`src/verilog/coreDefs.sv`:
```
// Shared definitions for the femtoCore RV32I core
// Widths, opcode values, reset address and the instruction word formats
package coreDefs;
   localparam int xlen      = 32; // Data word width
   localparam int addrWidth = 24; // Internal address width
   localparam logic [addrWidth-1:0] resetAddr = '0; // First fetch address

   typedef logic [4:0] regIdT; // Register index

   // Opcode bits 6:2, bits 1:0 are always 11 in RV32I
   localparam logic [4:0] opLoad   = 5'b00000; // rd <- mem[rs1+Iimm]
   localparam logic [4:0] opAluImm = 5'b00100; // rd <- rs1 OP Iimm
   localparam logic [4:0] opAuipc  = 5'b00101; // rd <- PC + Uimm
   localparam logic [4:0] opStore  = 5'b01000; // mem[rs1+Simm] <- rs2
   localparam logic [4:0] opAluReg = 5'b01100; // rd <- rs1 OP rs2
   localparam logic [4:0] opLui    = 5'b01101; // rd <- Uimm
   localparam logic [4:0] opBranch = 5'b11000; // PC <- PC+Bimm if taken
   localparam logic [4:0] opJalr   = 5'b11001; // rd <- PC+4, PC <- rs1+Iimm
   localparam logic [4:0] opJal    = 5'b11011; // rd <- PC+4, PC <- PC+Jimm

   // One instruction word seen through each of its formats
   typedef union packed {
      struct packed {
         logic [6:0] funct7;
         regIdT rs2, rs1;
         logic [2:0] funct3;
         regIdT rd;
         logic [6:0] opcode;
      } rType;
      struct packed {
         logic [11:0] imm;
         regIdT rs1;
         logic [2:0] funct3;
         regIdT rd;
         logic [6:0] opcode;
      } iType;
      struct packed {
         logic [6:0] immHi;
         regIdT rs2, rs1;
         logic [2:0] funct3;
         logic [4:0] immLo;
         logic [6:0] opcode;
      } sType;
      struct packed {
         logic imm12;
         logic [5:0] imm10to5;
         regIdT rs2, rs1;
         logic [2:0] funct3;
         logic [3:0] imm4to1;
         logic imm11;
         logic [6:0] opcode;
      } bType;
      struct packed {
         logic [19:0] imm; // Upper 20 bits of the result
         regIdT rd;
         logic [6:0] opcode;
      } uType;
      struct packed {
         logic imm20;
         logic [9:0] imm10to1;
         logic imm11;
         logic [7:0] imm19to12;
         regIdT rd;
         logic [6:0] opcode;
      } jType;
   } instrT;
endpackage

```
`src/verilog/memPort.sv`:
```
// Memory requester port
// One requester on the shared bus, as seen by itself and by the arbiter
`timescale 1ns/10ps

interface memPort;
   logic [coreDefs::addrWidth-1:0] addr;  // Byte address
   logic [coreDefs::xlen-1:0]      wdata; // Lane-replicated store data
   logic [3:0]                     wmask; // Byte enables, write when nonzero
   logic                           rstrb; // One-cycle read request
   logic [coreDefs::xlen-1:0]      rdata;
   logic                           busy;  // High while the bus cannot serve us

   modport requester (
      output addr, wdata, wmask, rstrb,
      input  rdata, busy
   );

   modport arbiter (
      input  addr, wdata, wmask, rstrb,
      output rdata, busy
   );
endinterface

```
`src/verilog/issuePort.sv`:
```
// Issue port between fetch and execute
// Offers one fetched instruction and returns the next PC on retire
`timescale 1ns/10ps

interface issuePort;
   coreDefs::instrT                instr;  // Held until the next fetch
   logic [coreDefs::addrWidth-1:0] pc;     // Address of instr
   logic                           valid;  // Pulse, instr is new
   logic                           retire; // Pulse, instr is done
   logic [coreDefs::addrWidth-1:0] nextPc; // Fetch address after retire

   modport fetch (output instr, pc, valid, input retire, nextPc);
   modport exec  (input instr, pc, valid, output retire, nextPc);
endinterface

```
`src/verilog/aluCore.sv`:
```
// Integer ALU and branch predicate
// One 33-bit subtractor gives SUB, SLT, SLTU and all branch compares.
// One right shifter serves left shifts through bit reversal
`timescale 1ns/10ps

module aluCore (
   input  coreDefs::instrT           instr,
   input  logic [coreDefs::xlen-1:0] aluA,
   input  logic [coreDefs::xlen-1:0] aluB,
   output logic [coreDefs::xlen-1:0] aluResult,
   output logic                      branchTaken
);
   localparam int xl = coreDefs::xlen;

   logic [7:0] funct3Is;             // One-hot funct3
   logic [xl:0] aluMinus, shiftExt;
   logic [xl-1:0] aluPlus, shiftSrc, shiftOut, leftShift;
   logic lt, ltu, eq, isSub;

   assign funct3Is = 8'b0000_0001 << instr.rType.funct3;

   assign aluPlus  = aluA + aluB;
   assign aluMinus = {1'b1, ~aluB} + {1'b0, aluA} + 33'd1;
   assign ltu      = aluMinus[xl];   // Borrow out
   assign lt       = (aluA[xl-1] ^ aluB[xl-1]) ? aluA[xl-1] : ltu;
   assign eq       = aluMinus[xl-1:0] == '0;

   // Bit 30 set and register form, bit 30 of ADDI is an immediate bit
   assign isSub = instr.rType.funct7[5] & instr.rType.opcode[5];

   // Reverse in and out for SLL
   assign shiftSrc  = funct3Is[1] ? {<<{aluA}} : aluA;
   assign shiftExt  = $signed({instr.rType.funct7[5] & aluA[xl-1], shiftSrc}) >>> aluB[4:0];
   assign shiftOut  = shiftExt[xl-1:0];
   assign leftShift = {<<{shiftOut}};

   assign aluResult =
      (funct3Is[0] ? (isSub ? aluMinus[xl-1:0] : aluPlus) : '0) | // ADD, SUB
      (funct3Is[1] ? leftShift                           : '0) | // SLL
      (funct3Is[2] ? {{(xl-1){1'b0}}, lt}                : '0) | // SLT
      (funct3Is[3] ? {{(xl-1){1'b0}}, ltu}               : '0) | // SLTU
      (funct3Is[4] ? aluA ^ aluB                         : '0) | // XOR
      (funct3Is[5] ? shiftOut                            : '0) | // SRL, SRA
      (funct3Is[6] ? aluA | aluB                         : '0) | // OR
      (funct3Is[7] ? aluA & aluB                         : '0);  // AND

   assign branchTaken =
      (funct3Is[0] &  eq)  |  // BEQ
      (funct3Is[1] & ~eq)  |  // BNE
      (funct3Is[4] &  lt)  |  // BLT
      (funct3Is[5] & ~lt)  |  // BGE
      (funct3Is[6] &  ltu) |  // BLTU
      (funct3Is[7] & ~ltu);   // BGEU
endmodule

```
`src/verilog/fetchUnit.sv`:
```
// Instruction fetch unit
// Holds the PC and instruction register, reads one aligned word per
// instruction and offers it to the execute unit
`timescale 1ns/10ps

module fetchUnit (
   input logic       clk,
   input logic       reset,
   memPort.requester bus,
   issuePort.fetch   issue
);
   logic [coreDefs::addrWidth-1:0] pc;
   coreDefs::instrT instrReg;
   logic strobing, waiting, issued; // One-hot, all low right after reset
   logic valid;

   always_ff @(posedge clk) begin
      if (!reset) begin
         strobing <= 1'b0;
         waiting  <= 1'b0;
         issued   <= 1'b0;
         valid    <= 1'b0;
         pc       <= coreDefs::resetAddr;
      end else begin
         valid <= 1'b0;
         if (strobing) begin       // Read request goes out this cycle
            strobing <= 1'b0;
            waiting  <= 1'b1;
         end else if (waiting) begin
            if (!bus.busy) begin   // rdata holds the instruction
               waiting <= 1'b0;
               issued  <= 1'b1;
               valid   <= 1'b1;
            end
         end else if (issued) begin
            if (issue.retire) begin
               issued   <= 1'b0;
               strobing <= 1'b1;
               pc       <= issue.nextPc;
            end
         end else begin
            strobing <= 1'b1;      // First fetch after reset
         end
      end
   end

   // Instruction word, stable until the next fetch completes
   always_ff @(posedge clk) begin
      if (waiting && !bus.busy) instrReg <= bus.rdata;
   end

   assign bus.addr  = {pc[coreDefs::addrWidth-1:2], 2'b00}; // Word aligned
   assign bus.wdata = '0;   // Fetch never writes
   assign bus.wmask = 4'b0000;
   assign bus.rstrb = strobing;

   assign issue.instr = instrReg;
   assign issue.pc    = pc;
   assign issue.valid = valid;

   // Only one fetch in flight until the execute unit retires it
   assert property (@(posedge clk) disable iff (!reset)
      bus.rstrb |=> !bus.rstrb until issue.retire);
endmodule

```
`src/verilog/execUnit.sv`:
```
// Execute unit
// Register file, operand latch, execute sequencing, write-back
// and next-PC selection
`timescale 1ns/10ps

module execUnit (
   input  logic                      clk,
   input  logic                      reset,
   issuePort.exec                    issue,
   input  logic [coreDefs::xlen-1:0] aluResult,
   input  logic                      branchTaken,
   output logic [coreDefs::xlen-1:0] aluA,
   output logic [coreDefs::xlen-1:0] aluB,
   output logic                      start,
   output logic [coreDefs::xlen-1:0] storeData,
   output logic [coreDefs::xlen-1:0] baseAddr,
   input  logic [coreDefs::xlen-1:0] loadData,
   input  logic                      done
);
   localparam int aw = coreDefs::addrWidth;

   logic [coreDefs::xlen-1:0] regFile [32];
   logic [coreDefs::xlen-1:0] rs1Val, rs2Val;     // Latched operands
   logic [coreDefs::xlen-1:0] iImm, uImm, bImm, jImm;
   logic [coreDefs::xlen-1:0] pcPlusImm, jalrSum, wbData;
   logic [aw-1:0] pcPlus4;
   logic [4:0] op;
   coreDefs::regIdT rs1Idx, rs2Idx, rdIdx;
   logic isLoad, isAluImm, isAuipc, isStore, isAluReg, isLui, isBranch, isJalr, isJal;
   logic isMem, executing, memWait, wbEn, regWrite;

   assign op     = issue.instr.rType.opcode[6:2];
   assign rs1Idx = issue.instr.rType.rs1;
   assign rs2Idx = issue.instr.rType.rs2;
   assign rdIdx  = issue.instr.rType.rd;

   assign isLoad   = op == coreDefs::opLoad;
   assign isAluImm = op == coreDefs::opAluImm;
   assign isAuipc  = op == coreDefs::opAuipc;
   assign isStore  = op == coreDefs::opStore;
   assign isAluReg = op == coreDefs::opAluReg;
   assign isLui    = op == coreDefs::opLui;
   assign isBranch = op == coreDefs::opBranch;
   assign isJalr   = op == coreDefs::opJalr;
   assign isJal    = op == coreDefs::opJal;
   assign isMem    = isLoad | isStore;

   assign iImm = {{20{issue.instr.iType.imm[11]}}, issue.instr.iType.imm};
   assign uImm = {issue.instr.uType.imm, 12'b0};
   assign bImm = {{20{issue.instr.bType.imm12}}, issue.instr.bType.imm11,
                  issue.instr.bType.imm10to5, issue.instr.bType.imm4to1, 1'b0};
   assign jImm = {{12{issue.instr.jType.imm20}}, issue.instr.jType.imm19to12,
                  issue.instr.jType.imm11, issue.instr.jType.imm10to1, 1'b0};

   // Operands read on valid, x0 forced to zero
   always_ff @(posedge clk) begin
      if (issue.valid) begin
         rs1Val <= (rs1Idx == '0) ? '0 : regFile[rs1Idx];
         rs2Val <= (rs2Idx == '0) ? '0 : regFile[rs2Idx];
      end
   end

   always_ff @(posedge clk) begin
      if (!reset) begin
         executing <= 1'b0;
         memWait   <= 1'b0;
      end else begin
         executing <= issue.valid; // Execute cycle follows valid
         if (start) memWait <= 1'b1;
         else if (done) memWait <= 1'b0;
      end
   end

   assign start        = executing & isMem;
   assign issue.retire = (executing & ~isMem) | (memWait & done);

   assign aluA      = rs1Val;
   assign aluB      = (isAluReg | isBranch) ? rs2Val : iImm;
   assign storeData = rs2Val;
   assign baseAddr  = rs1Val;

   // PC-relative adder for AUIPC, JAL and branches
   assign pcPlusImm = {{(coreDefs::xlen - aw){1'b0}}, issue.pc}
                      + (isJal ? jImm : isAuipc ? uImm : bImm);
   assign jalrSum   = rs1Val + iImm;
   assign pcPlus4   = issue.pc + aw'(4);

   always_comb begin
      wbData = '0;
      if (isAluImm | isAluReg) wbData = aluResult;
      else if (isLui)          wbData = uImm;
      else if (isAuipc)        wbData = pcPlusImm;
      else if (isJal | isJalr) wbData = {{(coreDefs::xlen - aw){1'b0}}, pcPlus4};
      else if (isLoad)         wbData = loadData;
   end

   assign wbEn     = issue.retire & ~isBranch & ~isStore;
   assign regWrite = wbEn & (rdIdx != '0);

   always_ff @(posedge clk) begin
      if (regWrite) regFile[rdIdx] <= wbData;
   end

   assign issue.nextPc = isJalr ? {jalrSum[aw-1:1], 1'b0} :
                         (isJal | (isBranch & branchTaken)) ? pcPlusImm[aw-1:0] :
                         pcPlus4;

   // A load or store retires only with the unit's done
   assert property (@(posedge clk) disable iff (!reset)
      start |=> !issue.retire until done);
endmodule

```
`src/verilog/loadStoreUnit.sv`:
```
// Load/store unit
// Computes the data address, places store bytes on their lanes with the
// byte mask, and extracts and extends loaded bytes and halfwords
`timescale 1ns/10ps

module loadStoreUnit (
   input  logic                      clk,
   input  logic                      reset,
   input  coreDefs::instrT           instr,
   input  logic                      start,
   input  logic [coreDefs::xlen-1:0] baseAddr,
   input  logic [coreDefs::xlen-1:0] storeData,
   output logic [coreDefs::xlen-1:0] loadData,
   output logic                      done,
   memPort.requester                 bus
);
   localparam int aw = coreDefs::addrWidth;

   logic [coreDefs::xlen-1:0] sImm, iImm, offset, extracted;
   logic [aw-1:0] addr;
   logic [15:0] halfVal;
   logic [7:0] byteVal;
   logic [3:0] storeMask;
   logic isLoad, isStore, byteAcc, halfAcc, loadSign, pending;

   assign isLoad  = instr.iType.opcode[6:2] == coreDefs::opLoad;
   assign isStore = instr.sType.opcode[6:2] == coreDefs::opStore;
   assign byteAcc = instr.rType.funct3[1:0] == 2'b00;
   assign halfAcc = instr.rType.funct3[1:0] == 2'b01;

   assign sImm   = {{20{instr.sType.immHi[6]}}, instr.sType.immHi, instr.sType.immLo};
   assign iImm   = {{20{instr.iType.imm[11]}}, instr.iType.imm};
   assign offset = isStore ? sImm : iImm;
   assign addr   = baseAddr[aw-1:0] + offset[aw-1:0];

   // Byte and halfword copies on every lane
   assign bus.wdata = byteAcc ? {4{storeData[7:0]}} :
                      halfAcc ? {2{storeData[15:0]}} :
                      storeData;

   assign storeMask = byteAcc ? (4'b0001 << addr[1:0]) :
                      halfAcc ? (addr[1] ? 4'b1100 : 4'b0011) :
                      4'b1111;

   assign bus.addr  = addr;
   assign bus.wmask = (start & isStore) ? storeMask : 4'b0000;
   assign bus.rstrb = start & isLoad;

   // Field selection by address low bits
   assign halfVal   = addr[1] ? bus.rdata[31:16] : bus.rdata[15:0];
   assign byteVal   = addr[0] ? halfVal[15:8] : halfVal[7:0];
   assign loadSign  = ~instr.rType.funct3[2] & (byteAcc ? byteVal[7] : halfVal[15]);
   assign extracted = byteAcc ? {{24{loadSign}}, byteVal} :
                      halfAcc ? {{16{loadSign}}, halfVal} :
                      bus.rdata;

   always_ff @(posedge clk) begin
      if (!reset) begin
         pending <= 1'b0;
         done    <= 1'b0;
      end else begin
         done <= pending & ~bus.busy;         // Pulse after the access ends
         if (start) pending <= 1'b1;
         else if (!bus.busy) pending <= 1'b0;
      end
   end

   always_ff @(posedge clk) begin
      if (pending && !bus.busy) loadData <= extracted;
   end

   // Execute waits for done before the next access
   assert property (@(posedge clk) disable iff (!reset) start |-> !pending);
endmodule

```
`src/verilog/busArbiter.sv`:
```
// Memory bus arbiter
// Puts the fetch unit or the load/store unit on the memory bus.
// Load/store requests win, and the owner holds while memory is busy
`timescale 1ns/10ps

module busArbiter (
   input  logic                           clk,
   input  logic                           reset,
   memPort.arbiter                        fetchBus,
   memPort.arbiter                        dataBus,
   output logic [coreDefs::addrWidth-1:0] memAddr,
   output logic [coreDefs::xlen-1:0]      memWdata,
   output logic [3:0]                     memWmask,
   output logic                           memRstrb,
   input  logic [coreDefs::xlen-1:0]      memRdata,
   input  logic                           memRbusy,
   input  logic                           memWbusy
);
   logic dataOwns;  // Registered owner, high for load/store
   logic dataSel;   // Owner in this cycle
   logic dataReq, fetchReq, memBusy;

   assign dataReq  = dataBus.rstrb | (dataBus.wmask != 4'b0000);
   assign fetchReq = fetchBus.rstrb;
   assign memBusy  = memRbusy | memWbusy;

   // A new request takes the bus in its own cycle
   always_comb begin
      dataSel = dataOwns;
      if (!memBusy) begin
         if (dataReq)       dataSel = 1'b1;
         else if (fetchReq) dataSel = 1'b0;
      end
   end

   always_ff @(posedge clk) begin
      if (!reset) dataOwns <= 1'b0;
      else dataOwns <= dataSel;
   end

   assign memAddr  = dataSel ? dataBus.addr  : fetchBus.addr;
   assign memWdata = dataSel ? dataBus.wdata : fetchBus.wdata;
   assign memWmask = dataSel ? dataBus.wmask : fetchBus.wmask;
   assign memRstrb = dataSel ? dataBus.rstrb : fetchBus.rstrb;

   assign fetchBus.rdata = memRdata;
   assign dataBus.rdata  = memRdata;
   assign fetchBus.busy  = memBusy | dataSel;  // Non-owner always waits
   assign dataBus.busy   = memBusy | ~dataSel;

   // Fetch and execute never overlap their requests
   assert property (@(posedge clk) disable iff (!reset) !(dataReq && fetchReq));
   // A request while memory is busy would be lost
   assert property (@(posedge clk) disable iff (!reset) memBusy |-> !dataReq && !fetchReq);
endmodule

```
`src/verilog/femtoCore.sv`:
```
// femtoCore top level
// Multi-cycle RV32I core with a single shared memory bus.
// Fetch and load/store requests reach memory through the bus arbiter
`timescale 1ns/10ps

module femtoCore (
   input  logic        clk,
   input  logic        reset,
   output logic [31:0] memAddr,
   output logic [31:0] memWdata,
   output logic [3:0]  memWmask,
   input  logic [31:0] memRdata,
   output logic        memRstrb,
   input  logic        memRbusy,
   input  logic        memWbusy
);
   logic [coreDefs::addrWidth-1:0] busAddr;
   logic [coreDefs::xlen-1:0] aluA, aluB, aluResult;
   logic [coreDefs::xlen-1:0] storeData, baseAddr, loadData;
   logic branchTaken, start, done;

   memPort   fetchBus ();
   memPort   dataBus ();
   issuePort issueIf ();

   fetchUnit fetchUnit_i (.clk(clk), .reset(reset), .bus(fetchBus), .issue(issueIf));

   execUnit execUnit_i (
      .clk(clk), .reset(reset), .issue(issueIf),
      .aluResult(aluResult), .branchTaken(branchTaken),
      .aluA(aluA), .aluB(aluB),
      .start(start), .storeData(storeData), .baseAddr(baseAddr),
      .loadData(loadData), .done(done)
   );

   aluCore aluCore_i (
      .instr(issueIf.instr), .aluA(aluA), .aluB(aluB),
      .aluResult(aluResult), .branchTaken(branchTaken)
   );

   loadStoreUnit loadStoreUnit_i (
      .clk(clk), .reset(reset), .instr(issueIf.instr), .start(start),
      .baseAddr(baseAddr), .storeData(storeData),
      .loadData(loadData), .done(done), .bus(dataBus)
   );

   busArbiter busArbiter_i (
      .clk(clk), .reset(reset), .fetchBus(fetchBus), .dataBus(dataBus),
      .memAddr(busAddr), .memWdata(memWdata), .memWmask(memWmask), .memRstrb(memRstrb),
      .memRdata(memRdata), .memRbusy(memRbusy), .memWbusy(memWbusy)
   );

   // Upper address bits are always zero
   assign memAddr = {{(coreDefs::xlen - coreDefs::addrWidth){1'b0}}, busAddr};
endmodule

```
`config.mk`:
```
export PLATFORM = sky130hd
export DESIGN_NAME = femtoCore
export DESIGN_NICKNAME = d
export VERILOG_FILES = /design/src/verilog/coreDefs.sv /design/src/verilog/memPort.sv /design/src/verilog/issuePort.sv /design/src/verilog/aluCore.sv /design/src/verilog/fetchUnit.sv /design/src/verilog/execUnit.sv /design/src/verilog/loadStoreUnit.sv /design/src/verilog/busArbiter.sv /design/src/verilog/femtoCore.sv
export SDC_FILE = /design/constraint.sdc
export NUM_CORES = 2
export LEC_CHECK = 0
export BUFFER_PORTS_ARGS = -buffer_cell sky130_fd_sc_hd__buf_2
export CORE_MARGIN = 2
export CORE_UTILIZATION = 53
export CTS_BUF_LIST = sky130_fd_sc_hd__clkbuf_16
export DETAILED_ROUTE_END_ITERATION = 8
export MAX_ROUTING_LAYER = met4
export PLACE_DENSITY = 0.82
export REMOVE_ABC_BUFFERS = 1
export SLEW_MARGIN = 30
export SYNTH_ARGS = -nofsm -noshare
export SYNTH_HDL_FRONTEND = slang
export SYNTH_SLANG_ARGS = --single-unit
```
`constraint.sdc`:
```
create_clock -name clk -period 6.1 [get_ports clk]
set_input_delay 1.525 -clock clk [delete_from_list [all_inputs] [get_ports clk]]
set_output_delay 1.525 -clock clk [all_outputs]
set_load 0.1 [all_outputs]
```
==> Implementation_results.wiki <==
{| class="wikitable"
! Metric !! Value
|-
| Critical path class || flop to flop
|-
| Final critical-path share of the clock period || between 90% and 100%
|-
| Die ar. || roughly 130000 um^2
|-
| Critical path data required time || between 6000 and 7000 ps
|-
| Clock skew || approximately 60 ps
|-
| Yosys warning count || 0
|-
| Effective utilization at floorplan || a little over half
|-
| Clock tree from TritonCTS || built
|-
| Worst hold endpoint || loadStoreUnit_i.pending$_SDFFE_PN0P_
|-
| Detailed-routing iteration count for the pre-antenna-repair pass || 6
|-
| Lkg Pwr || about 27 nW
|-
| H-tree depth reported by CTS || 3
|-
| Vias in the first global route || 48900
|-
| Net total in the final layout || roughly 5200
|-
| Number of design rule violations left after detail routing || 0
|-
| Status || completed
|-
| CTS sink count || 1182
|-
| Area contributors post-synth || edfxtp_1, mux4_2, ha_1
|-
| Later-pin clock latency in the skew report || between 700 and 800 ps
|-
| Wire per inst || slightly above 40 um
|-
| Number of cells on the worst reg-to-reg path || 25
|-
| Worst Hold Launch || loadStoreUnit_i.pending$_SDFFE_PN0P_
|-
| Height of the die || roughly 360 um
|-
| Post-layout min period || approximately 6000 ps
|-
| Leading post-synthesis cells by instance count || edfxtp_1, mux4_2, nand2_1
|-
| Sum of negative setup slack || 0 ps
|-
| Sequential cell area || roughly 35000 um^2
|-
| Global placement routability congestion || between 1 and 1.5
|-
| Post-synth cell types || 89
|-
| Worst setup slack before clock tree synthesis || -349 ps
|-
| Primary flip-flop cell chosen by synthesis mapping || edfxtp_1
|-
| Hold-fix buffer count after cts || 0
|-
| Antenna violations before repair || 6
|-
| Io pins || approximately 110
|-
| DR vias/cell || ~7.4
|-
| Area share of the largest cell type after synthesis || roughly 52%
|-
| Data arrival time at the worst-slack endpoint || 6670 ps
|-
| Number of instances in the synthesized netlist || 4681
|-
| Detailed Route Iter0 Violations || 8317
|-
| Wire length of the first global-routing pass || approximately 380000 um
|-
| Min-Delay Path Class || flop to flop
|-
| Critical path peak fanout || 15
|-
| Post-synth top area cell || edfxtp_1
|-
| Max capacitance violation total || 0
|-
| Drt total wl || between 200000 and 300000 um
|-
| Unrepaired setup endpoints after global routing || yes
|-
| Startpoint of the worst-slack reg-to-reg timing path || fetchUnit_i.issue.instr[3]$_DFFE_PP_
|-
| Finished layout cell area || about 76000 um^2
|-
| Clock buffer count from CTS || 115
|-
| Reg-to-reg setup timing slack || 110 ps
|-
| Setup crit start kind || flop
|-
| Number of max-slew violations in the final report || 0
|-
| Area grow syn2layout || 14.5%
|-
| Clock transition at the registers of the reported paths || ~60 ps
|-
| Worst hold slack across all endpoints || a little under 500 ps
|-
| Area of the multi-input gates || between 30000 and 40000 um^2
|-
| Count of final setup violators || 0
|-
| Mapped Area || 66700 um^2
|-
| Gr usage total || ~43%
|-
| Proportion of layout cells with a drive suffix above 1 || 29.5%
|-
| HPWL after DPL || 177000 um
|-
| Number of placement rows || 130
|-
| Sort of element at the end of the critical path || flop
|-
| Core region area || 125000 um^2
|-
| Number of hold-slack violations in the final timing report || 0
|-
| Remaining Overflow, GRT || 0
|-
| Fill cell instance count of the final layout || roughly 9200
|-
| Mean area per synthesized cell || around 14 um^2
|-
| Overall die width || roughly 360 um
|-
| CTS root buffer || clkbuf_16
|-
| Count of buffers inserted at the top-level ports || between 90 and 100
|-
| Vias || about 50000
|-
| VDD IR max || ~0.0004 V
|-
| Headroom to the max-slew limit || a little over a quarter
|-
| Transition time of the tightest slew-check pin || ~1100 ps
|-
| Pin count of the biggest net entering global routing || 142
|-
| Worst hold path stage count || 2
|-
| FFs w/ async S/R, synth || 0%
|-
| Placed Instance Area || approximately 70000 um^2
|-
| Number of flip-flops and latches in the synthesized netlist || between 1000 and 1500
|-
| Upper clock frequency limit || between 0.15 and 0.2 GHz
|-
| Worst-case setup margin in the final layout || 113 ps
|-
| Maximum buffer depth of the clock tree || 3
|-
| Pwr dens || around 230 nW/um^2
|-
| Sequential element share of the synthesized area || a little over half
|-
| Count of antenna-violating nets left after detailed routing || 0
|-
| Endpoint of the lowest-slack register-to-register path || fetchUnit_i.issue.pc[11]$_SDFFE_PN0P_
|-
| Most repeated cell in the gate-level netlist after synthesis || edfxtp_1
|-
| Number of flops mapped to enable cells by yosys || approximately 1200
|}
-- power breakdown --
group          internal [mW]  switching (mW)
clock                   3.93            3.30
sequential              8.85          0.0312
combinational          0.454           0.749
total                   13.2            4.08
-- critical path, stage by stage (launching register included) --
cell      delay, ps
edfxtp_1        400
buf_4           150
or3b_4          420
nor2_4          200
buf_12          140
buf_12          140
buf_4           170
a21o_1          150
inv_1            70
ha_1            370
nor2b_1          80
o21a_1          180
o21ai_0         160
or4b_2          660
buf_4           200
nor4_1          210
a21bo_2         190
xnor2_1         190
nor4b_2         270
nand4_1         150
buf_4           180
mux2_4          320
a21o_4          330
buf_4           190
a31o_2          220
a31oi_1         140
-- flip-flops by register name, indices dropped and copies added (netlist names), 23 cells and up --
signal	count
loadStoreUnit_i.loadData	32
execUnit_i.storeData	32
fetchUnit_i.issue.instr	30
fetchUnit_i.issue.pc	23
execUnit_i.regFile	1024
execUnit_i.aluA	32
-- placed cells by master, fill, tap and decap left out, drive strengths merged, types with 40 or more instances in the layout --
master	count
a21o	58
a21oi	296
buf	495
clkbuf	119
clkinv	52
conb	40
edfxtp	1150
ha	140
inv	159
mux2i	149
mux4	647
nand2	347
nand3	63
nor2	321
nor3	53
o21ai	234
xnor2	89
-- worst max-delay path by stage --
stage	startpoint	end	slack, ps
detailed placement	fetchUnit_i.issue.instr[3]$_DFFE_PP_	fetchUnit_i.issue.pc[19]$_SDFFE_PN0P_	-350
global placement	fetchUnit_i.issue.instr[3]$_DFFE_PP_	fetchUnit_i.issue.pc[19]$_SDFFE_PN0P_	-310
finish	fetchUnit_i.issue.instr[3]$_DFFE_PP_	fetchUnit_i.issue.pc[11]$_SDFFE_PN0P_	110
floorplan	fetchUnit_i.issue.instr[20]$_DFFE_PP_	execUnit_i.regFile[0][28]$_DFFE_PP_	-16810
CTS	fetchUnit_i.issue.instr[3]$_DFFE_PP_	memAddr[20]	0.04
global route	fetchUnit_i.issue.instr[3]$_DFFE_PP_	execUnit_i.regFile[18][30]$_DFFE_PP_	-100
-- timing repair --
action / CTS / global route
gates cloned: 0 / 2
resized for setup: 26 / 56
setup buffers: 6 / 8
pin swaps: 8 / 25
endpoints found under the setup margin: 41 / 388
-- metal layers --
metal	vias up	global-route usage (%)	wire length (um)
li1	19400	-	-
met1	24900	54.1	91700
met2	4474	63.7	122000
met3	1088	10.8	35100
met4	0	27.8	22500
met5	-	-	0
-- kinds of logic after synthesis --
| logic type | share of synthesized area [%] |
|---|---|
| flops | 52.7 |
| simple gates | 6.43 |
| compound gates | 9.14 |
| mux | 24.5 |
| buf+inv | 2.86 |
| fa+ha+maj | 2.75 |
| xor+xnor | 1.63 |
| other cells | 0.00562 |
-- through the flow --
step	total power [mW]	instances	utilization, %
final	17.3	6734	61.0
after global routing	17.6	6731	61.0
after CTS	17.3	6710	60.6
after detailed placement	10.2	6494	57.5
after global placement	10.2	6494	57.5
after floorplan	9.82	4367	-
-- final cells by class --
type	instances	share of cell area [%]
antenna	8	0.0262
clock buffer	115	3.77
clock inverter	95	1.15
inverter	139	0.690
multi-input combinational	3046	40.0
sequential	1182	46.1
tap	1650	2.70
timing repair buffer	499	5.64
Power figures use the tool's default switching activity.
